`src/hdl/core_settings.svh`:
```
`ifndef CORE_SETTINGS_SVH
`define CORE_SETTINGS_SVH

// register and data word width
`define CORE_XLEN 32

// halfword address width of the unified memory, 1024 halfwords
`define CORE_MEM_AW 10

// major opcode of ECALL/EBREAK, both stop the core
`define CORE_HALT_OPCODE 5'b11100

`endif

```
`src/hdl/isa_pkg.sv`:
```
`include "core_settings.svh"

package isa_pkg;

  typedef logic [`CORE_XLEN-1:0] word_t;

  // major opcode, instruction bits 6:2
  typedef enum logic [4:0] {
    OP_LOAD   = 5'b00000,
    OP_IMM    = 5'b00100,
    OP_AUIPC  = 5'b00101,
    OP_STORE  = 5'b01000,
    OP_REG    = 5'b01100,
    OP_LUI    = 5'b01101,
    OP_BRANCH = 5'b11000,
    OP_JALR   = 5'b11001,
    OP_JAL    = 5'b11011,
    OP_SYSTEM = `CORE_HALT_OPCODE
  } opcode_e;

  typedef struct packed {
    logic [6:0] funct7;
    logic [4:0] rs2;
    logic [4:0] rs1;
    logic [2:0] funct3;
    logic [4:0] rd;
    opcode_e    opcode;
    logic [1:0] quad;
  } r_fmt_t;

  typedef struct packed {
    logic [11:0] imm;
    logic [4:0]  rs1;
    logic [2:0]  funct3;
    logic [4:0]  rd;
    opcode_e     opcode;
    logic [1:0]  quad;
  } i_fmt_t;

  typedef struct packed {
    logic [6:0] imm_hi;
    logic [4:0] rs2;
    logic [4:0] rs1;
    logic [2:0] funct3;
    logic [4:0] imm_lo;
    opcode_e    opcode;
    logic [1:0] quad;
  } s_fmt_t;

  // branch offsets are scrambled so that sign bit stays at 31
  typedef struct packed {
    logic       imm_12;
    logic [5:0] imm_10_5;
    logic [4:0] rs2;
    logic [4:0] rs1;
    logic [2:0] funct3;
    logic [3:0] imm_4_1;
    logic       imm_11;
    opcode_e    opcode;
    logic [1:0] quad;
  } b_fmt_t;

  typedef struct packed {
    logic [19:0] imm;
    logic [4:0]  rd;
    opcode_e     opcode;
    logic [1:0]  quad;
  } u_fmt_t;

  typedef struct packed {
    logic       imm_20;
    logic [9:0] imm_10_1;
    logic       imm_11;
    logic [7:0] imm_19_12;
    logic [4:0] rd;
    opcode_e    opcode;
    logic [1:0] quad;
  } j_fmt_t;

  typedef union packed {
    r_fmt_t r_fmt;
    i_fmt_t i_fmt;
    s_fmt_t s_fmt;
    b_fmt_t b_fmt;
    u_fmt_t u_fmt;
    j_fmt_t j_fmt;
  } instr_u;

  typedef enum logic [3:0] {
    ALU_ADD,
    ALU_SUB,
    ALU_SLL,
    ALU_SLT,
    ALU_SLTU,
    ALU_XOR,
    ALU_SRL,
    ALU_SRA,
    ALU_OR,
    ALU_AND
  } alu_op_e;

  typedef struct packed {
    logic equal;
    logic less;
    logic less_signed;
  } alu_flags_t;

endpackage

```
`src/hdl/alu.sv`:
```
`timescale 1ns/100ps

module alu (
  input  isa_pkg::alu_op_e    op_i,
  input  isa_pkg::word_t      a_i,
  input  isa_pkg::word_t      b_i,
  output isa_pkg::word_t      result_o,
  output isa_pkg::alu_flags_t flags_o
);
  import isa_pkg::*;

  logic [4:0] shamt;

  assign shamt = b_i[4:0];

  // compare flags serve both slt and the branches
  assign flags_o.equal       = (a_i == b_i);
  assign flags_o.less        = (a_i < b_i);
  assign flags_o.less_signed = ($signed(a_i) < $signed(b_i));

  always_comb begin
    case (op_i)
      ALU_ADD:  result_o = a_i + b_i;
      ALU_SUB:  result_o = a_i - b_i;
      ALU_SLL:  result_o = a_i << shamt;
      ALU_SLT:  result_o = word_t'(flags_o.less_signed);
      ALU_SLTU: result_o = word_t'(flags_o.less);
      ALU_XOR:  result_o = a_i ^ b_i;
      ALU_SRL:  result_o = a_i >> shamt;
      ALU_SRA:  result_o = word_t'($signed(a_i) >>> shamt);
      ALU_OR:   result_o = a_i | b_i;
      default:  result_o = a_i & b_i;
    endcase
  end

endmodule

```
`config.mk`:
```
export PLATFORM = sky130hd
export DESIGN_NAME = alu
export DESIGN_NICKNAME = d
export VERILOG_FILES = /design/src/hdl/isa_pkg.sv /design/src/hdl/alu.sv
export VERILOG_INCLUDE_DIRS = /design/src /design/src/hdl
export SDC_FILE = /design/constraint.sdc
export NUM_CORES = 1
export LEC_CHECK = 0
export BUFFER_PORTS_ARGS = -buffer_cell sky130_fd_sc_hd__buf_2
export CORE_ASPECT_RATIO = 0.75
export CORE_UTILIZATION = 45
export DETAILED_ROUTE_END_ITERATION = 16
export PLACE_DENSITY_LB_ADDON = 0.08
export SLEW_MARGIN = 40
export SYNTH_ARGS = -nofsm -noshare
export SYNTH_HDL_FRONTEND = slang
export SYNTH_SLANG_ARGS = --single-unit
export TNS_END_PERCENT = 1
```
`constraint.sdc`:
```
create_clock -name vclk -period 4
set_input_delay 0 -clock vclk [all_inputs]
set_output_delay 0 -clock vclk [all_outputs]
set_load 0.01 [all_outputs]
```
==> Word-level counts from Yosys, hierarchy flattened <==
Index checks and enable logic that the tools add are counted.
{ "op_classes": {"n_reduce_logical": 1, "shifts": 3, "bitwise": 3, "add_sub_neg": 2, "magnitude_cmp": 2, "n_eq_ne": 9, "n_mux": 1} }
{ "op_table": {"columns": ["op", "n"], "rows": [
  ["32-bit one-hot mux with 9 select lines", 1],
  ["32-bit < comparator", 2],
  ["32-bit adder", 1],
  ["32-bit AND", 1],
  ["32-bit == test", 1],
  ["32-bit bitwise OR", 1],
  ["32-bit by 5-bit << shifter with 32-bit output", 1],
  ["32-bit by 5-bit >> shifter with 32-bit output", 1],
  ["32-bit by 5-bit >>> shifter with 32-bit output", 1],
  ["32-bit subtractor", 1],
  ["32-bit bitwise XOR", 1],
  ["4-bit by 3-bit == test with 1-bit output (second input constant)", 4],
  ["4-bit by 2-bit == test with 1-bit output (second input constant)", 2],
  ["4-bit by 1-bit == test with 1-bit output (second input constant)", 1],
  ["4-bit == test (second input constant)", 1],
  ["4-bit zero test", 1]
]} }
{ "word_totals": {"reg_bits": 0} }

==> Depth between registers and ports, before layout <==
{ "depth": {"depth_word": 2, "depth_mapped": 15} }

==> Worst setup path before layout <==
Ideal clock, no wire load.
{ "synth_path": {"path_kind": "in2out", "start": "input b_i[2]", "end": "output result_o[30]", "path_stages": 15, "path_buffers": 4, "required_ps": 4000, "t_arrival_ps": 3194, "path_slack_ps": 806, "path_cell_list": "inv_2 -> buf_1 -> buf_1 -> buf_2 -> ha_1 -> buf_2 -> a211oi_1 -> nor2_1 -> o22a_2 -> a21oi_4 -> o31a_4 -> o31ai_2 -> a311o_1 -> o221a_1 -> o21ai_1"} }
{ "synth_via": {"elab_chain_cells": 2} }
{ "synth_lines": {"columns": ["element", "line", "rtl"], "rows": [
  ["from (decl)", "alu.sv:6", "input isa_pkg::word_t b_i,"],
  ["32-bit subtractor, or another cell as far along", "alu.sv:24", "ALU_SUB: result_o = a_i - b_i;"],
  ["32-bit one-hot mux with 9 select lines *", "alu.sv:22", "case (op_i)"],
  ["to (decl)", "alu.sv:7", "output isa_pkg::word_t result_o,"]
]} }
Mark *: on every way between the ends. The rest lies on a longest branch, timed or not.

==> Worst setup path in the final report <==
{ "layout_path": {"start": "input a_i[0]", "end": "output result_o[30]"} }
{ "layout_via": {"elab_chain_cells": 2} }
{ "layout_lines": {"columns": ["element", "line", "rtl"], "rows": [
  ["from (decl)", "alu.sv:5", "input isa_pkg::word_t a_i,"],
  ["32-bit subtractor, or another cell as far along", "alu.sv:24", null],
  ["32-bit one-hot mux with 9 select lines *", "alu.sv:22", null]
]} }
Marks and branches as above.

==> metrics.txt <==
final std cell area, no fill=9488 um^2; post-route insts no fill=1605; Largest stage delay, worst path=0.61 ns; synthesized netlist net count=1492; type of origin of the critical path=input port; number of distinct library cell variants in the gate-level netlist after synthesis=95; Placeable Area=19320 um^2; Die Span Y=123.6 um; outcome=finished clean; storage element area=0 um^2; Most Frequent Cell on Critical Path=buf_2; cell with the biggest individual delay on the critical path=nor4_2; via count of the first global-routing pass=9597; hold-fix buffers at CTS=0; violation count after the first detailed-route iteration=1840; total power=1.475 mW; Synth Cell Area=8879 um^2; share of the synthesized area in the top cell type=13.67%; DRC errors left=0; worst supply voltage drop on vdd=104.2 uV; count of instances resized after the clock tree is built=0; FFs & Latches=0; Power Density=155.5 nW/um^2; cell accounting for the most synthesized area=ha_1; antenna violations before repair=1; vias per cell=6.983; TritonRoute pass-1 iters=8; pin slew with the least headroom to its limit=0.9270 ns; Yosys warning count=0; global-route wire length before repair=63650 um; data arrival time of the critical path=3.33 ns; detailed-route via count=11207; Worst Path Class, Setup=in2out; Critical Path Sink Type=output pin; Routed Wire Length=43750 um; synthesized area divided by synthesized cell count=6.701 um^2; die area=20300 um^2; buffers inserted by post-CTS timing repair=0; count of input and output buffers=103; number of nets with antenna violations after detailed routing=0; final layout net count=1521; total I/O pin count=103; critical path, cell by cell=buf_2 -> inv_1 -> ha_1 -> fa_1 -> o21bai_1 -> a211oi_1 -> nor4_2 -> o21ai_2 -> a21oi_1 -> a311oi_1 -> o221a_1 -> o21ai_1 -> buf_2; area of placed instances=9484 um^2; RD Place Congestion=1.067; number of buffer and inverter stages on the critical path=3; share of cells above drive strength 1=15.98%; average wire per cell in the routed design=27.26 um; Setup Total Neg Slack=0 ns; Congestion Overflow GR=0; Syn-to-layout area delta=6.863%; final count of pins violating max slew=0; sequential fraction of the synthesis area=0%; count of mapped cells out of synthesis=1325; Hold WC Path Type=in2out; static leakage=4.122 nW; minimum setup slack in the final design=0.6721 ns; number of cell rows=44; final cycle utilization of the critical path=83.20%; clock buffer instance count of the final layout=0; minimum setup slack after placement=0.8321 ns; die extent in x=164.2 um; Max Clock Freq=300.5 MHz; Worst path top cell family by delay=compound AO/OA/AOI/OAI gates; pin count of the biggest net entering global routing=89; n_diodes=0; initial core utilization=45.95%; largest cells by area after synthesis=ha_1 (14%), a21oi_1 (8.0%), mux4_2 (7.1%); final count of hold timing violations=0; RSZ-0062 raised after global routing=no; number of instances in the placed design=1605; required time of the critical path=4.00 ns; critical path peak fanout=5; number of endpoints failing setup at the final stage=0; Final HPWL DP=34200 um; post-layout minimum cycle time=3.328 ns; Overall Global Routing Usage=42.21%; MaxCap Viol Count=0; Max-slew headroom=37.55%
==> synthesized netlist by cell type, types with 5 or more instances <==
cell type	number
nor2_1	151
a21oi_1	142
nand2_1	106
ha_1	97
inv_1	94
o21ai_0	76
clkbuf_1	59
mux2i_1	47
nand3_1	29
o211ai_1	29
mux4_2	28
a31oi_1	27
nor3_1	26
a211oi_1	24
buf_2	24
o21ai_1	22
a21o_1	20
mux2_2	16
a221oi_1	15
nand2b_1	15
o22ai_1	14
xnor2_1	13
and2_1	12
o21bai_1	12
or3_1	11
buf_1	10
nand4_1	10
o221ai_1	10
buf_4	9
nor2b_1	9
o21a_1	9
nor4_1	8
o32a_1	8
o2111ai_1	7
a311oi_1	6
mux2_1	6
o22a_1	6
o31ai_1	6
a22oi_1	5
inv_2	5
o211a_1	5
==> cell usage in the layout (no fill, tap or decap), types with 7 or more instances in the layout <==
cell	n
or3_1	11
buf_4	29
o21ai_1	22
inv_1	94
nor4_1	8
o221ai_1	10
nand2_1	106
o21ai_0	76
mux2i_1	47
a31oi_1	27
a21oi_1	142
o21bai_1	12
nor3_1	25
a221oi_1	15
a211oi_1	24
mux2_2	16
o2111ai_1	7
mux4_2	28
a21o_1	20
o211ai_1	29
nand2b_1	15
nor2b_1	9
nand3_1	29
ha_1	97
xnor2_1	13
o22ai_1	14
and2_1	12
nor2_1	150
o21a_1	9
buf_2	102
o32a_1	8
nand4_1	10
==> power by group <==
group          total (mW)  switching [mW]  internal [mW]
Sequential              0               0              0
Combinational        1.48           0.962          0.513
Clock                   0               0              0
Total                1.48           0.962          0.513
==> cells by family (layout without fill, tap and decap cells) <==
group	count (synthesis)	count (layout)	synth area share [%]
AOI/OAI and AO/OA	505	505	38.43
xor gates and xnor gates	14	14	1.381
adders and majority gates	99	99	14.12
buffers and inverters	207	234	9.780
muxes	100	100	15.70
and+or+nand+nor	400	400	20.59
==> layer usage <==
metal  wire length, um  up-vias  GRT usage [%]
met5                13        -              0
met4              1549        2          11.00
met3              5918      104          7.859
met2             17220      886          59.23
met1             19040     5228          64.44
li1                  -     4987              -
==> per-stage QoR <==
stage | hold WS, ns | utilization [%]
6_report | 0.6066 | 49.10
5_1_grt | 0.6472 | 49.10
3_3_place_gp | 0.5912 | 49.07
2_1_floorplan | 0.2147 | -
3_5_place_dp | 0.6020 | 49.08
4_1_cts | 0.5990 | 49.08
==> layout make-up <==
| class | instances | area, um^2 |
|---|---|---|
| Fill cell | 2059 | 9836 |
| Inverter | 101 | 379.1 |
| Tap cell | 253 | 316.6 |
| Multi-Input combinational cell | 1118 | 8033 |
| Timing Repair Buffer | 133 | 759.5 |
==> path summary, 6_finish.rpt <==
kind | end | from | cells after the start | slack [ns]
worst max-delay path | result_o[30] | a_i[0] | 13 | 0.67
worst min-delay path | result_o[30] | b_i[30] | 5 | 0.61
No activity file was read; power rests on OpenSTA's default activity.
