[config.mk]
export PLATFORM = sky130hd
export DESIGN_NAME = reg_file
export DESIGN_NICKNAME = d
export VERILOG_FILES = /design/src/hdl/isa_pkg.sv /design/src/hdl/reg_file.sv
export VERILOG_INCLUDE_DIRS = /design/src /design/src/hdl
export SDC_FILE = /design/constraint.sdc
export NUM_CORES = 1
export LEC_CHECK = 0
export BUFFER_PORTS_ARGS = -buffer_cell sky130_fd_sc_hd__buf_4
export CORE_MARGIN = 3
export CORE_UTILIZATION = 45
export CTS_CLUSTER_SIZE = 16
export DETAILED_ROUTE_END_ITERATION = 7
export SLEW_MARGIN = 10
export SYNTH_ARGS = -nofsm -noshare
export SYNTH_HDL_FRONTEND = slang
export SYNTH_SLANG_ARGS = --single-unit
export TNS_END_PERCENT = 5
[constraint.sdc]
create_clock -name clk_i -period 5 [get_ports clk_i]
set_input_delay 0.5 -clock clk_i [delete_from_list [all_inputs] [get_ports clk_i]]
set_output_delay 0.5 -clock clk_i [all_outputs]
set_load 0.05 [all_outputs]
[src/hdl/core_settings.svh]
`ifndef CORE_SETTINGS_SVH
`define CORE_SETTINGS_SVH

// register and data word width
`define CORE_XLEN 32

// halfword address width of the unified memory, 1024 halfwords
`define CORE_MEM_AW 10

// major opcode of ECALL/EBREAK, both stop the core
`define CORE_HALT_OPCODE 5'b11100

`endif

[src/hdl/isa_pkg.sv]
`include "core_settings.svh"

package isa_pkg;

  typedef logic [`CORE_XLEN-1:0] word_t;

  // major opcode, instruction bits 6:2
  typedef enum logic [4:0] {
    OP_LOAD   = 5'b00000,
    OP_IMM    = 5'b00100,
    OP_AUIPC  = 5'b00101,
    OP_STORE  = 5'b01000,
    OP_REG    = 5'b01100,
    OP_LUI    = 5'b01101,
    OP_BRANCH = 5'b11000,
    OP_JALR   = 5'b11001,
    OP_JAL    = 5'b11011,
    OP_SYSTEM = `CORE_HALT_OPCODE
  } opcode_e;

  typedef struct packed {
    logic [6:0] funct7;
    logic [4:0] rs2;
    logic [4:0] rs1;
    logic [2:0] funct3;
    logic [4:0] rd;
    opcode_e    opcode;
    logic [1:0] quad;
  } r_fmt_t;

  typedef struct packed {
    logic [11:0] imm;
    logic [4:0]  rs1;
    logic [2:0]  funct3;
    logic [4:0]  rd;
    opcode_e     opcode;
    logic [1:0]  quad;
  } i_fmt_t;

  typedef struct packed {
    logic [6:0] imm_hi;
    logic [4:0] rs2;
    logic [4:0] rs1;
    logic [2:0] funct3;
    logic [4:0] imm_lo;
    opcode_e    opcode;
    logic [1:0] quad;
  } s_fmt_t;

  // branch offsets are scrambled so that sign bit stays at 31
  typedef struct packed {
    logic       imm_12;
    logic [5:0] imm_10_5;
    logic [4:0] rs2;
    logic [4:0] rs1;
    logic [2:0] funct3;
    logic [3:0] imm_4_1;
    logic       imm_11;
    opcode_e    opcode;
    logic [1:0] quad;
  } b_fmt_t;

  typedef struct packed {
    logic [19:0] imm;
    logic [4:0]  rd;
    opcode_e     opcode;
    logic [1:0]  quad;
  } u_fmt_t;

  typedef struct packed {
    logic       imm_20;
    logic [9:0] imm_10_1;
    logic       imm_11;
    logic [7:0] imm_19_12;
    logic [4:0] rd;
    opcode_e    opcode;
    logic [1:0] quad;
  } j_fmt_t;

  typedef union packed {
    r_fmt_t r_fmt;
    i_fmt_t i_fmt;
    s_fmt_t s_fmt;
    b_fmt_t b_fmt;
    u_fmt_t u_fmt;
    j_fmt_t j_fmt;
  } instr_u;

  typedef enum logic [3:0] {
    ALU_ADD,
    ALU_SUB,
    ALU_SLL,
    ALU_SLT,
    ALU_SLTU,
    ALU_XOR,
    ALU_SRL,
    ALU_SRA,
    ALU_OR,
    ALU_AND
  } alu_op_e;

  typedef struct packed {
    logic equal;
    logic less;
    logic less_signed;
  } alu_flags_t;

endpackage

[src/hdl/reg_file.sv]
`timescale 1ns/100ps

module reg_file (
  input  logic           clk_i,
  input  logic [4:0]     rs1_addr_i,
  input  logic [4:0]     rs2_addr_i,
  output isa_pkg::word_t rs1_o,
  output isa_pkg::word_t rs2_o,
  input  logic [4:0]     rd_addr_i,
  input  isa_pkg::word_t rd_data_i,
  input  logic           we_i,
  input  logic [4:0]     dbg_addr_i,
  output isa_pkg::word_t dbg_data_o
);
  import isa_pkg::*;

  word_t regs [32];

  // x0 reads as zero, its storage is never written
  function automatic word_t read_reg(logic [4:0] addr);
    return (addr == 5'd0) ? '0 : regs[addr];
  endfunction

  assign rs1_o      = read_reg(rs1_addr_i);
  assign rs2_o      = read_reg(rs2_addr_i);
  assign dbg_data_o = read_reg(dbg_addr_i);

  always_ff @(posedge clk_i) begin
    if (we_i && rd_addr_i != 5'd0)
      regs[rd_addr_i] <= rd_data_i;
  end

endmodule

* Word level (Yosys, flattened, before mapping)
Memories as Yosys holds them, arrays and structs flattened. Cells that the tools add are included.
Operators by class: muxes and demuxes 5, reductions and logical operators 5
Operators with widths (count):
- $mux 32 | 3
- $logic_not 5->1 | 3
- $reduce_bool 5->1 | 1
- $mux 1 | 2
- $logic_and 1x1->1 | 1
Word-level totals: register bits after elaboration 0, RAM bits 1024, bits of input ports 54, output and inout bits 96, logic and storage cells 11, memories kept 1
Memory list:
- regs | depth 32, bits a word 32, read ports 3, clocked after memory_dff 0, write ports 1, line reg_file.sv:17 | word_t regs [32];

* Logic depth before layout (Yosys ltp)
Gate-level depths: netlist (run 1).
depth in word-level cells 4, gate-level depth with buffers 8, gate-level depth less buffers 4

* Worst setup path after synthesis (run 1)
OpenSTA, ideal clock, no wires.
path kind input -> output, start input rs2_addr_i[0], end output rs2_o[11], data arrival time 2856 ps, data required time 4500 ps, setup slack 1644 ps, stages on the path 7, buffers on the path 4, path through buf_2 -> inv_1 -> buf_2 -> buf_2 -> clkbuf_1 -> o2111ai_1 -> a311oi_1
Between the ends: cells in the longest elaborated chain, start to end 2, elaborated cells on any way between the ends 3, classes of those cells 1 x mux; 1 x reduce/logical; 1 x memory
Ends and longest elaborated chain:
- from (decl) | line reg_file.sv:6 | input logic [4:0] rs2_addr_i,
- $mem_v2 32x32 or $logic_not 5->1 (tied branches)
- $mux 32 (*) | line reg_file.sv:21 | return (addr == 5'd0) ? '0 : regs[addr];
- to (decl) | line reg_file.sv:8 | output isa_pkg::word_t rs2_o,
Mark *: on every way between the ends. The rest lies on a longest branch, timed or not.

* Worst setup path in the final report (run 1)
start input rs1_addr_i[3], end output rs1_o[6]
Between the ends: cells in the longest elaborated chain, start to end 2, elaborated cells on any way between the ends 3, classes of those cells 1 x mux; 1 x reduce/logical; 1 x memory
Ends and longest elaborated chain:
- from (decl) | line reg_file.sv:5 | input logic [4:0] rs1_addr_i,
- $mem_v2 32x32 or $logic_not 5->1 (tied branches)
- $mux 32 (*) | line reg_file.sv:21
- to (decl) | line reg_file.sv:7 | output isa_pkg::word_t rs1_o,
Marked as above.

==> results of run 1 <==
critical path: cells and delay by family:
family / cells / cell delay (ns)
compound gates: 2 / 0.87
buf+inv: 3 / 1.41
simple gates: 1 / 0.79
power by group:
part           internal (mW)  total [mW]  switching [mW]  leakage, nW
logic                   1.04        2.88            1.84         9.61
clock network           4.43        7.96            3.53         1.71
registers               9.58        9.66          0.0844         9.25
total                   15.1        20.5            5.45         20.6
metal layers:
metal | vias up | share of wire | GRT usage
met1 | 19900 | 0.37 | 0.423
met2 | 3201 | 0.46 | 0.492
met5 | - | 0.000033 | 0
met3 | 585 | 0.12 | 0.0876
met4 | 2 | 0.049 | 0.141
li1 | 14400 | - | -
metrics by stage:
| stage | hold slack (ns) | power (mW) | cells | utilization |
|---|---|---|---|---|
| finish | 0.194 | 20.5 | 5059 | 0.512 |
| global route | 0.192 | 21.0 | 5059 | 0.512 |
| CTS | 0.155 | 20.5 | 5059 | 0.512 |
| detailed placement | 0.917 | 12.7 | 4849 | 0.484 |
| global placement | 0.903 | 12.6 | 4849 | 0.484 |
| floorplan | 0.599 | 11.6 | 3259 | - |
path summary, 6_finish.rpt:
check                    startpoint  depth (start not counted)  slack (ns)            to
worst min-delay path  rd_data_i[22]                          1        0.19  regs[10][22]
worst max-delay path  rs1_addr_i[3]                          6        0.87      rs1_o[6]
layout by cell type, fill, tap and decap left out, types with 33 or more instances in the layout:
cell / Yosys / final
sky130_fd_sc_hd__edfxtp_1: 1024 / 1024
sky130_fd_sc_hd__mux4_2: 506 / 506
sky130_fd_sc_hd__mux2i_1: 384 / 384
sky130_fd_sc_hd__buf_4: 66 / 245
sky130_fd_sc_hd__clkbuf_16: 0 / 111
sky130_fd_sc_hd__nand2_1: 99 / 99
sky130_fd_sc_hd__a22oi_1: 96 / 96
sky130_fd_sc_hd__mux2_2: 96 / 96
sky130_fd_sc_hd__a211oi_1: 96 / 96
sky130_fd_sc_hd__o21ai_0: 92 / 92
sky130_fd_sc_hd__a221oi_1: 72 / 72
sky130_fd_sc_hd__mux4_1: 70 / 70
sky130_fd_sc_hd__o221ai_1: 64 / 64
sky130_fd_sc_hd__nor2b_1: 71 / 64
sky130_fd_sc_hd__a311oi_1: 64 / 64
sky130_fd_sc_hd__nor2_4: 0 / 34
sky130_fd_sc_hd__clkinv_2: 0 / 33
kinds of logic (layout without fill, tap and decap cells):
logic type	Yosys count	after routing	synth area share
AOI/OAI and AO/OA	559	559	0.0742
and+or+nand+nor	267	267	0.0241
other	1	32	0.0000668
DFF	1024	1024	0.548
muxes	1056	1056	0.324
buffers and inverters	321	496	0.0298
cell type report:
cell class	count	share of cell area
clock buffer	129	0.0452
clock inverter	81	0.00994
inverter	3	0.000219
multi-input combinational	1914	0.383
sequential	1024	0.489
tap	1625	0.0323
timing repair buffer	283	0.0404
==> qor.yml, run 1 <==
run_status: "finished, final reports clean"
largest_net_degree_at_the_start_of_global_routing: 100
placementRows: 128
die_w_um: 359
register_bit_count_reported_by_yosys: 1024
timing.final.max_slew_violations: 0
number_of_top_level_pins: 150
post_cts_resized: 0
seq_area_um2: 30700
postPlaceCellArea_um2: 59500
clk_pin_slew_worst_paths_ns: 0.06
globalRoute.totalOverflow: 0
gp_routability_congestion: 0.869
post_cts.repair.setup_buffers: 0
buffers_on_ports: 149
diodes: 0
die_h_um: 359
rsz0062_at_grt: "false"
firstDrtPassIters: 7
min-delay-path-class: "in2reg"
track_usage: 0.318
critPathRequiredTime_ns: 4.50
count_of_flip_flops_with_a_built_in_enable_after_synthesis: 1024
number_of_flip_flops_in_the_largest_register: 1024
detailed_route_vias_per_instance: 7.51
yosys.area.top_type: "sky130_fd_sc_hd__edfxtp_1"
synth.top_cell.area_share: 0.548
most_common_cell_in_the_netlist: "sky130_fd_sc_hd__edfxtp_1"
max-clock-path-buffers: 3
period_share: 0.825
achievable-frequency_ghz: 0.242
core_region_area_um2: 123000
leakagePower_nw: 20.6
grt_antenna_before_repair: 2
setup_viol: 0
finalNetCount: 3391
drt_iter0_drc: 5900
power_density_nw_per_um2: 326
critical-path-max-stage-delay_ns: 0.79
numCtsBuffers: 111
placement.setup.worst_slack_ns: 1.01
synthToLayoutAreaGrowth_pct: 12.2
via_count_of_the_first_global_routing_pass: 38000
starting_density: 0.457
post_synth_inst_count: 3228
post_route_cells_drive_above_1_share: 0.325
yosysUniqueCellTypes: 37
cp.arrival_ns: 3.63
synth-async-reset-ratio: 0
final.fill_count: 9759
maxCapViolations: 0
synth_top_cells_by_area: "sky130_fd_sc_hd__edfxtp_1 55%, sky130_fd_sc_hd__mux4_2 20%, sky130_fd_sc_hd__mux2i_1 6.9%"
worst_slew_margin_rel: 0.160
peakVddDrop_uv: 275
finalSetupTns_ns: 0
worst_pin_slew_ns: 1.26
final_cell_area_um2: 62900
critical_path.cell_chain: "buf_4, and2_2, buf_4, a22oi_1, a311oi_1, buf_4"
synthesized_area_per_cell_um2: 17.4
regMostFlops: "regs"
critPathKind: "in2out"
area_of_the_multi_input_gates_um2: 24100
setup.worst_path.start_class: "input pin"
finalHoldViolations: 0
post-route-worst-setup-slack_ns: 0.873
crit_path_top_delay_cell: "sky130_fd_sc_hd__and2_2"
critical_path.most_common_cell: "sky130_fd_sc_hd__buf_4"
synthTopCellsByCount: "1024 x sky130_fd_sc_hd__edfxtp_1, 506 x sky130_fd_sc_hd__mux4_2, 384 x sky130_fd_sc_hd__mux2i_1"
ys_warn_count: 0
drcViolationCount: 0
vias: 38000
reg_top3: "regs x1024"
ctsHoldBuffers: 0
crit_path_max_fo: 38
tritoncts: "built"
post_drt_wl_per_cell_um: 41.4
cts-root-buf: "sky130_fd_sc_hd__clkbuf_16"
grt_first_pass_wirelength_mm: 293
number_of_levels_the_h_tree_was_split_into: 3
dp_hpwl_mm: 120
routed_wirelength_mm: 210
clkSinkCount: 1024
mappedNetlistArea_um2: 56100
yosys_most_used_dff: "sky130_fd_sc_hd__edfxtp_1"
finalWorstPathRequiredPeriod_ns: 4.13
antenna_left: 0
die_area_um2: 129000
yosysSeqAreaShare: 0.548
endpoint_kind: "output pin"
Power figures use the tool's default switching activity.
==> run 2, diff against run 1 <==
- clock period: 5 -> 3.8 ns (I/O delays scaled with it)
==> qor.yml, run 2 (synthesis gave the netlist of run 1 again) <==
run_status: "finished, final reports clean"
firstDrtPassIters: 8
post_cts_resized: 0
crit_path_max_fo: 28
finalHoldViolations: 0
design_power_total_mw: 27.7
post_drt_wl_per_cell_um: 41.8
vias: 38800
maxCapViolations: 0
critPathKind: "in2out"
place.detailed.instances: 4924
holdPathStages: 1
final_cell_area_um2: 64000
buffers_on_ports: 149
layout.cells.non_filler: 5127
clk_pin_slew_worst_paths_ns: 0.06
min-delay-path-class: "in2reg"
die_area_um2: 129000
finalWorstPathRequiredPeriod_ns: 3.60
most-common-layout-cells: "1024 x sky130_fd_sc_hd__edfxtp_1, 506 x sky130_fd_sc_hd__mux4_2, 384 x sky130_fd_sc_hd__mux2i_1, 298 x sky130_fd_sc_hd__buf_4, 109 x sky130_fd_sc_hd__clkbuf_16"
starting_density: 0.457
final.fill_count: 9575
finalSetupTns_ns: 0
setup.worst_path.start_class: "input pin"
grt_antenna_before_repair: 9
antenna_left: 0
post_cts.repair.setup_buffers: 0
post_route_cells_drive_above_1_share: 0.342
achievable-frequency_ghz: 0.278
power_density_nw_per_um2: 433
max-clock-path-buffers: 3
number_of_flip_flops_in_the_largest_register: 1024
number_of_top_level_pins: 150
detailed_route_vias_per_instance: 7.56
peakVddDrop_uv: 421
cts-root-buf: "sky130_fd_sc_hd__clkbuf_16"
drcViolationCount: 0
holdPathEnd: "regs[24][26]"
setup_viol: 0
finalNetCount: 3462
rsz0062_at_grt: "false"
hold_start: "rd_data_i[26]"
drt_iter0_drc: 5882
placementRows: 128
die_h_um: 359
track_usage: 0.326
cp.arrival_ns: 3.22
postPlaceCellArea_um2: 60300
routed_wirelength_mm: 214
synthToLayoutAreaGrowth_pct: 14.1
grt_first_pass_wirelength_mm: 298
dp_hpwl_mm: 125
number_of_levels_the_h_tree_was_split_into: 3
ctsHoldBuffers: 0
die_w_um: 359
period_share: 0.946
worst_pin_slew_ns: 1.36
critPathRequiredTime_ns: 3.42
endpoint_kind: "output pin"
timing.final.max_slew_violations: 0
globalRoute.totalOverflow: 0
tritoncts: "built"
largest_net_degree_at_the_start_of_global_routing: 106
core_region_area_um2: 123000
final_common_cell: "sky130_fd_sc_hd__edfxtp_1"
numCtsBuffers: 107
reg_top3: "regs x1024"
worst_slew_margin_rel: 0.0943
gp_routability_congestion: 0.912
worst_hold_slack_ns: 0.0812
via_count_of_the_first_global_routing_pass: 38800
regMostFlops: "regs"
leakagePower_nw: 21.1
clkSinkCount: 1024
==> run 2: changes by cell type in the layout (fill, tap and decap cells not counted) <==
cell / change
sky130_fd_sc_hd__clkbuf_16: -2
sky130_fd_sc_hd__clkinv_4: +2
sky130_fd_sc_hd__clkbuf_1: -7
sky130_fd_sc_hd__clkinv_2: -10
sky130_fd_sc_hd__diode_2: +8
sky130_fd_sc_hd__clkinvlp_4: +5
sky130_fd_sc_hd__clkinv_1: -13
sky130_fd_sc_hd__bufinv_16: +13
sky130_fd_sc_hd__clkinv_8: -4
sky130_fd_sc_hd__inv_6: +1
sky130_fd_sc_hd__buf_4: +53
sky130_fd_sc_hd__buf_12: +22
==> run 2: per-stage QoR <==
| stage | util | worst slack [ns] |
|---|---|---|
| after floorplan | - | 0.684 |
| after global placement | 0.491 | 0.355 |
| after detailed placement | 0.491 | 0.391 |
| after CTS | 0.521 | 0.370 |
| after global routing | 0.521 | 0.139 |
| final | 0.521 | 0.203 |
==> run 2: how the worst max path moves through the flow <==
stage | from | endpoint | slack (ns) | cells after the start
6_report | dbg_addr_i[1] | dbg_data_o[19] | 0.20 | 8
4_1_cts | dbg_addr_i[1] | dbg_data_o[19] | 0.37 | 8
5_1_grt | dbg_addr_i[1] | dbg_data_o[19] | 0.14 | 8
2_1_floorplan | rs2_addr_i[0] | rs2_o[11] | 0.68 | 7
3_5_place_dp | dbg_addr_i[1] | dbg_data_o[19] | 0.39 | 8
3_3_place_gp | dbg_addr_i[1] | dbg_data_o[19] | 0.35 | 8
==> run 2: layer usage <==
metal	share of wire	routed length [um]	up-vias	global-route usage
met2	0.45	96900	3455	0.494
met5	0.00033	71	-	0
met1	0.36	76200	20100	0.417
met3	0.14	28900	750	0.110
li1	-	-	14500	-
met4	0.057	12200	6	0.173
==> run 2: cell type report <==
type	instances	area, um^2	share of cell area
flip-flops and latches	1024	30700	0.480
multi-input cells	1914	24100	0.377
repair buffers	358	3380	0.0528
clock buffers	120	2770	0.0433
well taps	1625	2030	0.0318
clock inverters	75	916	0.0143
diodes	8	20.0	0.000313
inverters	3	13.8	0.000215
==> run 2: power breakdown <==
part | internal, mW | switching [mW] | leakage, nW
Clock | 6.58 | 4.50 | 1.78
Sequential | 12.6 | 0.112 | 9.25
Combinational | 1.45 | 2.46 | 10.1
==> run 2: worst max-delay path: stages <==
cell and delay (ns):
sky130_fd_sc_hd__buf_6 0.22, sky130_fd_sc_hd__or3_4 0.69, sky130_fd_sc_hd__buf_4 0.35, sky130_fd_sc_hd__o221ai_1 0.22, sky130_fd_sc_hd__a21oi_1 0.09, sky130_fd_sc_hd__a211oi_1 0.78, sky130_fd_sc_hd__buf_4 0.23, sky130_fd_sc_hd__buf_4 0.19
