<file path="config.mk">
export PLATFORM = sky130hd
export DESIGN_NAME = control_unit
export DESIGN_NICKNAME = d
export VERILOG_FILES = /design/src/hdl/isa_pkg.sv /design/src/hdl/ucode_pkg.sv /design/src/hdl/control_unit.sv
export VERILOG_INCLUDE_DIRS = /design/src /design/src/hdl
export SDC_FILE = /design/constraint.sdc
export NUM_CORES = 1
export LEC_CHECK = 0
export BUFFER_PORTS_ARGS = -buffer_cell sky130_fd_sc_hd__buf_2
export CAP_MARGIN = 20
export CORE_ASPECT_RATIO = 0.5
export CORE_MARGIN = 8
export CORE_UTILIZATION = 40
export DETAILED_ROUTE_END_ITERATION = 10
export HOLD_SLACK_MARGIN = 0.12
export PLACE_DENSITY = 0.64
export SETUP_SLACK_MARGIN = 0.2
export SLEW_MARGIN = 20
export SYNTH_ARGS = -nofsm -noshare
export SYNTH_HDL_FRONTEND = slang
export SYNTH_SLANG_ARGS = --single-unit
</file>
<file path="constraint.sdc">
create_clock -name clk_i -period 13.4 [get_ports clk_i]
set_clock_uncertainty 0.2 [all_clocks]
set_input_delay 1.34 -clock clk_i [delete_from_list [all_inputs] [get_ports clk_i]]
set_output_delay 1.34 -clock clk_i [all_outputs]
set_load 0.03 [all_outputs]
</file>
<file path="src/hdl/core_settings.svh">
`ifndef CORE_SETTINGS_SVH
`define CORE_SETTINGS_SVH

// register and data word width
`define CORE_XLEN 32

// halfword address width of the unified memory, 1024 halfwords
`define CORE_MEM_AW 10

// major opcode of ECALL/EBREAK, both stop the core
`define CORE_HALT_OPCODE 5'b11100

`endif

</file>
<file path="src/hdl/isa_pkg.sv">
`include "core_settings.svh"

package isa_pkg;

  typedef logic [`CORE_XLEN-1:0] word_t;

  // major opcode, instruction bits 6:2
  typedef enum logic [4:0] {
    OP_LOAD   = 5'b00000,
    OP_IMM    = 5'b00100,
    OP_AUIPC  = 5'b00101,
    OP_STORE  = 5'b01000,
    OP_REG    = 5'b01100,
    OP_LUI    = 5'b01101,
    OP_BRANCH = 5'b11000,
    OP_JALR   = 5'b11001,
    OP_JAL    = 5'b11011,
    OP_SYSTEM = `CORE_HALT_OPCODE
  } opcode_e;

  typedef struct packed {
    logic [6:0] funct7;
    logic [4:0] rs2;
    logic [4:0] rs1;
    logic [2:0] funct3;
    logic [4:0] rd;
    opcode_e    opcode;
    logic [1:0] quad;
  } r_fmt_t;

  typedef struct packed {
    logic [11:0] imm;
    logic [4:0]  rs1;
    logic [2:0]  funct3;
    logic [4:0]  rd;
    opcode_e     opcode;
    logic [1:0]  quad;
  } i_fmt_t;

  typedef struct packed {
    logic [6:0] imm_hi;
    logic [4:0] rs2;
    logic [4:0] rs1;
    logic [2:0] funct3;
    logic [4:0] imm_lo;
    opcode_e    opcode;
    logic [1:0] quad;
  } s_fmt_t;

  // branch offsets are scrambled so that sign bit stays at 31
  typedef struct packed {
    logic       imm_12;
    logic [5:0] imm_10_5;
    logic [4:0] rs2;
    logic [4:0] rs1;
    logic [2:0] funct3;
    logic [3:0] imm_4_1;
    logic       imm_11;
    opcode_e    opcode;
    logic [1:0] quad;
  } b_fmt_t;

  typedef struct packed {
    logic [19:0] imm;
    logic [4:0]  rd;
    opcode_e     opcode;
    logic [1:0]  quad;
  } u_fmt_t;

  typedef struct packed {
    logic       imm_20;
    logic [9:0] imm_10_1;
    logic       imm_11;
    logic [7:0] imm_19_12;
    logic [4:0] rd;
    opcode_e    opcode;
    logic [1:0] quad;
  } j_fmt_t;

  typedef union packed {
    r_fmt_t r_fmt;
    i_fmt_t i_fmt;
    s_fmt_t s_fmt;
    b_fmt_t b_fmt;
    u_fmt_t u_fmt;
    j_fmt_t j_fmt;
  } instr_u;

  typedef enum logic [3:0] {
    ALU_ADD,
    ALU_SUB,
    ALU_SLL,
    ALU_SLT,
    ALU_SLTU,
    ALU_XOR,
    ALU_SRL,
    ALU_SRA,
    ALU_OR,
    ALU_AND
  } alu_op_e;

  typedef struct packed {
    logic equal;
    logic less;
    logic less_signed;
  } alu_flags_t;

endpackage

</file>
<file path="src/hdl/ucode_pkg.sv">
package ucode_pkg;

  typedef logic [5:0] ucode_addr_t;

  typedef enum logic [1:0] {
    ADDR_PC,
    ADDR_LOAD,
    ADDR_STORE
  } addr_sel_e;

  typedef enum logic [1:0] {
    WB_ALU,
    WB_IMM,
    WB_LOAD,
    WB_LINK
  } wb_sel_e;

  typedef enum logic [1:0] {
    PC_PLUS4,
    PC_JAL,
    PC_JALR,
    PC_BRANCH
  } pc_sel_e;

  // one microcode step, 32 bits
  typedef struct packed {
    logic [13:0] spare;
    addr_sel_e   mem_addr_sel;
    logic        mem_hi;
    logic        mem_we;
    logic        ir_lo_we;
    logic        ir_hi_we;
    logic        tmp_we;
    logic        rf_we;
    wb_sel_e     wb_sel;
    logic        op2_imm;
    pc_sel_e     pc_sel;
    logic        pc_we;
    logic        pc_cond;   // branch target only when the compare holds
    logic        upper_pc;  // add pc to the upper immediate
    logic        halt;
    logic        seq_end;
  } ctrl_word_t;

endpackage
</file>
<file path="src/hdl/control_unit.sv">
`timescale 1ns/100ps
`include "core_settings.svh"

module control_unit (
  input  logic                    clk_i,
  input  logic                    reset_i,
  input  ucode_pkg::ctrl_word_t   ctrl_i,
  input  logic [15:0]             mem_data_i,
  output logic [`CORE_MEM_AW-1:0] mem_addr_o,
  output logic [15:0]             mem_data_o,
  output logic                    mem_we_o,
  output logic [4:0]              rs1_addr_o,
  output logic [4:0]              rs2_addr_o,
  output logic [4:0]              rd_addr_o,
  output logic                    rf_we_o,
  input  isa_pkg::word_t          rs1_i,
  input  isa_pkg::word_t          rs2_i,
  output isa_pkg::word_t          rd_data_o,
  output isa_pkg::alu_op_e        alu_op_o,
  output isa_pkg::word_t          alu_a_o,
  output isa_pkg::word_t          alu_b_o,
  input  isa_pkg::word_t          alu_result_i,
  input  isa_pkg::alu_flags_t     alu_flags_i,
  output logic                    halted_o
);
  import isa_pkg::*;
  import ucode_pkg::*;

  logic [31:0] ir_q;
  logic [15:0] tmp_q;
  word_t       pc_q;
  logic        halted_q;
  instr_u      instr;
  word_t       imm_i;
  word_t       imm_s;
  word_t       imm_b;
  word_t       imm_j;
  word_t       imm_u;
  word_t       pc_plus4;
  word_t       ld_addr;
  word_t       st_addr;
  word_t       base_addr;
  word_t       byte_addr;
  word_t       pc_next;
  logic        taken;
  pc_sel_e     pc_sel;

  // forward the upper halfword on the step that latches it
  assign instr = ctrl_i.ir_hi_we ? {mem_data_i, ir_q[15:0]} : ir_q;

  assign imm_i = {{20{instr.i_fmt.imm[11]}}, instr.i_fmt.imm};
  assign imm_s = {{20{instr.s_fmt.imm_hi[6]}}, instr.s_fmt.imm_hi, instr.s_fmt.imm_lo};
  assign imm_b = {{19{instr.b_fmt.imm_12}}, instr.b_fmt.imm_12, instr.b_fmt.imm_11,
                  instr.b_fmt.imm_10_5, instr.b_fmt.imm_4_1, 1'b0};
  assign imm_j = {{11{instr.j_fmt.imm_20}}, instr.j_fmt.imm_20, instr.j_fmt.imm_19_12,
                  instr.j_fmt.imm_11, instr.j_fmt.imm_10_1, 1'b0};
  assign imm_u = {instr.u_fmt.imm, 12'h000};

  assign rs1_addr_o = instr.r_fmt.rs1;
  assign rs2_addr_o = instr.r_fmt.rs2;
  assign rd_addr_o  = instr.r_fmt.rd;
  assign rf_we_o    = ctrl_i.rf_we;

  // load address doubles as the jalr target
  assign ld_addr  = rs1_i + imm_i;
  assign st_addr  = rs1_i + imm_s;
  assign pc_plus4 = pc_q + word_t'(4);

  always_comb begin
    case (ctrl_i.mem_addr_sel)
      ADDR_LOAD:  base_addr = ld_addr;
      ADDR_STORE: base_addr = st_addr;
      default:    base_addr = pc_q;
    endcase
  end

  assign byte_addr  = base_addr + word_t'({ctrl_i.mem_hi, 1'b0});
  assign mem_addr_o = byte_addr[`CORE_MEM_AW:1];
  assign mem_data_o = ctrl_i.mem_hi ? rs2_i[31:16] : rs2_i[15:0];
  assign mem_we_o   = ctrl_i.mem_we;

  assign alu_a_o = rs1_i;
  assign alu_b_o = ctrl_i.op2_imm ? imm_i : rs2_i;

  // bit 30 picks sub and sra, addi has no sub form
  always_comb begin
    case (instr.r_fmt.funct3)
      3'b000:  alu_op_o = (!ctrl_i.op2_imm && instr.r_fmt.funct7[5]) ? ALU_SUB : ALU_ADD;
      3'b001:  alu_op_o = ALU_SLL;
      3'b010:  alu_op_o = ALU_SLT;
      3'b011:  alu_op_o = ALU_SLTU;
      3'b100:  alu_op_o = ALU_XOR;
      3'b101:  alu_op_o = instr.r_fmt.funct7[5] ? ALU_SRA : ALU_SRL;
      3'b110:  alu_op_o = ALU_OR;
      default: alu_op_o = ALU_AND;
    endcase
  end

  always_comb begin
    case (instr.b_fmt.funct3)
      3'b000:  taken = alu_flags_i.equal;
      3'b001:  taken = !alu_flags_i.equal;
      3'b100:  taken = alu_flags_i.less_signed;
      3'b101:  taken = !alu_flags_i.less_signed;
      3'b110:  taken = alu_flags_i.less;
      3'b111:  taken = !alu_flags_i.less;
      default: taken = 1'b0;
    endcase
  end

  assign pc_sel = (ctrl_i.pc_cond && !taken) ? PC_PLUS4 : ctrl_i.pc_sel;

  always_comb begin
    case (pc_sel)
      PC_JAL:    pc_next = pc_q + imm_j;
      PC_JALR:   pc_next = {ld_addr[`CORE_XLEN-1:1], 1'b0};
      PC_BRANCH: pc_next = pc_q + imm_b;
      default:   pc_next = pc_plus4;
    endcase
  end

  always_comb begin
    case (ctrl_i.wb_sel)
      WB_IMM:  rd_data_o = ctrl_i.upper_pc ? imm_u + pc_q : imm_u;
      WB_LOAD: rd_data_o = {mem_data_i, tmp_q};
      WB_LINK: rd_data_o = pc_plus4;
      default: rd_data_o = alu_result_i;
    endcase
  end

  always_ff @(posedge clk_i) begin
    if (reset_i) begin
      pc_q     <= '0;
      halted_q <= 1'b0;
    end else begin
      if (ctrl_i.pc_we)
        pc_q <= pc_next;
      if (ctrl_i.halt)
        halted_q <= 1'b1;
    end
  end

  always_ff @(posedge clk_i) begin
    if (ctrl_i.ir_lo_we)
      ir_q[15:0] <= mem_data_i;
    if (ctrl_i.ir_hi_we)
      ir_q[31:16] <= mem_data_i;
    if (ctrl_i.tmp_we)
      tmp_q <= mem_data_i;
  end

  assign halted_o = halted_q;

  a_no_fetch_write: assert property (@(posedge clk_i) disable iff (reset_i)
    ctrl_i.mem_we |-> ctrl_i.mem_addr_sel != ADDR_PC && !ctrl_i.ir_lo_we)
    else $error("memory write issued during instruction fetch");

  a_aligned: assert property (@(posedge clk_i) disable iff (reset_i)
    base_addr[1:0] == 2'b00)
    else $error("misaligned word access at %h", base_addr);

endmodule

</file>
; Word-level counts from Yosys, hierarchy flattened
; Index checks and enable logic that the tools add are counted.
[op_classes]
add_sub_neg = 7
mul = 0
div_mod_pow = 0
n_lt_le_gt_ge = 0
eq_ne = 15
shift = 0
muxes = 12
n_bitwise = 0
n_reduce_logical = 8
[op_table]
columns = op, n
row1 = $pmux W32 S3, 2
row2 = $add A32 B32 Y32, 4
row3 = $mux W32, 3
row4 = $add A32 B3 Y32 const B, 1
row5 = $pmux W4 S7, 1
row6 = $pmux W11 S2, 1
row7 = $mux W16, 1
row8 = $eq A3 B3 Y1 const B, 4
row9 = $add A11 B11 Y11, 1
row10 = $add A11 B2 Y11, 1
row11 = $eq A2 B2 Y1 const B, 5
row12 = $eq A2 B1 Y1 const B, 3
row13 = $eq A3 B2 Y1 const B, 2
row14 = $pmux W1 S6, 1
row15 = $logic_not A1 Y1, 5
row16 = $eq A3 B1 Y1 const B, 1
row17 = $logic_not A3 Y1, 1
row18 = $logic_and A1 B1 Y1, 2
row19 = $mux W1, 2
row20 = $mux W2, 1
[totals]
regBits = 81
latchBits = 0
ramBits = 0
rom_bits = 0
n_memories = 0

; Logic depth before layout (Yosys ltp)
[depth]
word_depth = 8
depth_mapped = 20
depth_no_buf = 19

; Worst setup path before layout
; Ideal clock, no wire load.
[synth_path]
kind = input port to output port
start = input ctrl_i[12] in the netlist's numbering
end = output mem_addr_o[9]
arrival_ns = 4.762
t_required_ns = 11.860
path_slack_ns = 7.098
cell_stages = 14
n_path_buf = 2
path_cell_list = buf_6 > clkbuf_1 > mux2i_1 > inv_1 > ha_1 > o21ai_0 > nand2b_1 > a31oi_2 > a21oi_1 > a222oi_1 > nand3_1 > nor3_2 > nand4_1 > xnor2_1
[synth_lines]
columns = element, line
row1 = "start, declared", control_unit.sv:7  ; input ucode_pkg::ctrl_word_t ctrl_i,
row2 = "end, declared", control_unit.sv:9  ; output logic [`CORE_MEM_AW-1:0] mem_addr_o,

; Worst setup path in the final report
[layout_path]
start = input ctrl_i[12] in the netlist's numbering
end = output rd_data_o[28]
[layout_via]
elab_chain_cells = 4
[layout_rtl]
columns = element, line
row1 = $mux W32 *, control_unit.sv:49  ; assign instr = ctrl_i.ir_hi_we ? {mem_data_i, ir_q[15:0]} : ir_q;
row2 = $add A32 B32 Y32, control_unit.sv:124  ; WB_IMM: rd_data_o = ctrl_i.upper_pc ? imm_u + pc_q : imm_u;
row3 = $mux W32 *, control_unit.sv:124
row4 = $pmux W32 S3 *, control_unit.sv:123  ; case (ctrl_i.wb_sel)
row5 = "end, declared", control_unit.sv:18  ; output isa_pkg::word_t rd_data_o,
; Mark *: on every way between the ends. The rest lies on a longest branch, timed or not.

==> results_dict.tcl <==
set metrics [dict create \
    drt_iter0_drc 1170 \
    numClockSinks 73 \
    synth.cell_area_um2 10500 \
    yosysWarnings 0 \
    post-route-min-period_ns 7.08 \
    drv_cap 0 \
    multiInputGateArea_um2 7830 \
    grt_max_degree 64 \
    synth_flop_cell "edfxtp_1" \
    ant_nets 0 \
    drc_errors 0 \
    grt_pass1_wl_um 61400 \
    finalHoldViolations 0 \
    overflow 0 \
    endpoint_kind "primary output" \
    tightest_slew_ns 1.05 \
    cts_resized 0 \
    slew_headroom_pct 29.7 \
    postCtsHoldBufs 0 \
    n_fill_cell 2679 \
    syn_nets 1612 \
    slew_violations 0 \
    wl_per_cell_um 21.5 \
    syn_inst 1368 \
    setup_tns_ns 0 \
    final_cell_mix "buf_2 (272), a21oi_1 (126), nor2_1 (120), nand2_1 (106), ha_1 (91)" \
    core-area_um2 26200 \
    seq_area_frac_synth_pct 17.7 \
    nets 1789 \
    port_buffers 273 \
    io_pins 293 \
    die_area_um2 32100 \
    place_congestion 0.998 \
    syn_to_final_growth_pct 14.8 \
    clk_latency_ns 0.35 \
    start_kind "input pin" \
    synth_edf_count 41 \
    die_w_um 246 \
    critical_path_required_ns 11.86 \
    path_clk_slew_ns 0.06 \
    cts_tree "built" \
    antenna_found_initial 0 \
    die_height_um 131 \
    p_per_area_nw_per_um2 104 \
    cts_root_buf "clkbuf_16" \
    cts_buffers 9 \
    synthArstFlopShare_pct 0 \
    seqCellArea_um2 1870 \
    cts.path.max_buffers 2 \
    holdWs_ns 0.270 \
    dr.pass1.iters 5 \
    hpwl_um 32500 \
    rows 42 \
    ys_ff_latch 73 \
    rsz0062_at_grt "false" \
    start_util_pct 40.3 \
    wl_um 41000 \
    ir_worst_vdd_mv 0.0506 \
    dr_total_vias 11100 \
    timing.final.crit_share_pct 52.8 \
    critical_path_class "input pin to primary output" \
    avgSynthCellArea_um2 7.71 \
    hp-class "flip-flop to flip-flop" \
    mostFrequentLayoutCell "buf_2" \
    stdcell_count 1902 \
    antenna_cells 0 \
    arrival_ns 5.54 \
    placedCellCount 1886 \
    cp_max_fo 32 \
    grt_util_all_layers_pct 24.6 \
    status "completed" \
    vias_per_cell 5.83 \
    synth.distinct_cells 87 \
    grt_pass1_vias 10300 \
    h-tree-depth 3 \
    p_leak_uw 0.00541 \
    drive_gt1_share_pct 22.8 \
    cts_setup_buffers 0 \
    fmax_ghz 0.141 \
    setup_viol 0 \
]
[flip-flops by register name, summed over array words and instances, names as in the netlist]
register  cells
pc_q         31
ir_q         25
tmp_q        16
halted_o      1
[worst max-delay path, cell delays in order]
cell	delay, ns
buf_2	0.65
mux2i_1	0.60
inv_1	0.14
ha_1	0.26
or3_1	0.41
a21oi_1	0.21
o21ai_1	0.12
o41ai_1	0.56
o21a_1	0.33
nor4b_1	0.26
nor4_1	0.09
o21ai_1	0.29
buf_2	0.26
[power breakdown]
| group | total (uW) | switching (uW) | internal, uW |
|---|---|---|---|
| registers | 290 | 31.9 | 258 |
| clock network | 269 | 106 | 163 |
| logic | 695 | 442 | 253 |
[cells in the mapped netlist, types with 9 or more instances]
library cell | number | area [um^2]
a211oi_1 | 23 | 173
a21o_1 | 34 | 255
a21oi_1 | 126 | 631
a221oi_1 | 19 | 166
a31oi_1 | 23 | 144
and2_1 | 9 | 56.3
and3_1 | 24 | 150
buf_1 | 11 | 41.3
buf_2 | 9 | 45.0
buf_4 | 49 | 368
clkbuf_1 | 47 | 176
dfxtp_1 | 32 | 641
edfxtp_1 | 41 | 1230
ha_1 | 91 | 1140
inv_1 | 52 | 195
mux2_2 | 26 | 293
mux2i_1 | 37 | 370
nand2_1 | 106 | 398
nand2b_1 | 14 | 87.6
nand3_1 | 30 | 150
nand4_1 | 16 | 100
nor2_1 | 120 | 450
nor2b_1 | 15 | 93.8
nor3_1 | 34 | 170
o211ai_1 | 9 | 67.6
o21a_1 | 31 | 233
o21ai_0 | 80 | 400
o21ai_1 | 18 | 90.1
o221ai_1 | 9 | 78.8
or3_1 | 9 | 56.3
xnor2_1 | 66 | 578
xor2_1 | 39 | 342
[kinds of logic (layout without fill, tap and decap cells)]
logic type	count (synthesis)	count (layout)	share of synthesized area [%]
adders and majority gates	95	95	11.6
xor gates and xnor gates	105	105	8.72
muxes	70	70	7.78
DFF	73	73	17.7
and+or+nand+nor	405	405	18.6
AOI/OAI and AO/OA	448	448	27.6
buffers and inverters	172	354	8.04
[metrics by stage]
step	util [%]	worst slack [ns]	total power [uW]	instance area (um^2)
floorplan	-	7.10	788	10500
global placement	45.1	6.32	975	11800
detailed placement	45.1	6.25	976	11800
CTS	46.3	6.42	1250	12100
global route	46.3	5.97	1330	12100
finish	46.3	6.32	1250	12100
[worst paths after layout]
check                              from                     to  slack (ns)  depth (start not counted)
setup reg to reg     ir_q[14]$_DFFE_PP_  pc_q[23]$_SDFFE_PP0P_        6.91                         18
hold reg to reg   halted_o$_SDFFE_PP0P_  halted_o$_SDFFE_PP0P_        0.27                          2
setup / recovery             ctrl_i[12]          rd_data_o[28]        6.32                         13
hold / removal    halted_o$_SDFFE_PP0P_  halted_o$_SDFFE_PP0P_        0.27                          2
[per-layer routing]
metal,global-route usage [%],share of wire [%],vias to the layer above
met5,0,0,-
met4,6.55,2.3,0
met3,8.02,11,61
met2,35.3,40,516
met1,34.7,46,5122
li1,-,-,5392
[layout make-up]
type	instances	area share, %
Multi-Input combinational cell	1123	64.6
Sequential cell	73	15.5
Timing Repair Buffer	283	11.9
Tap cell	352	3.64
Clock buffer	9	1.86
Inverter	55	1.70
Clock inverter	7	0.775
Power figures use the tool's default switching activity.
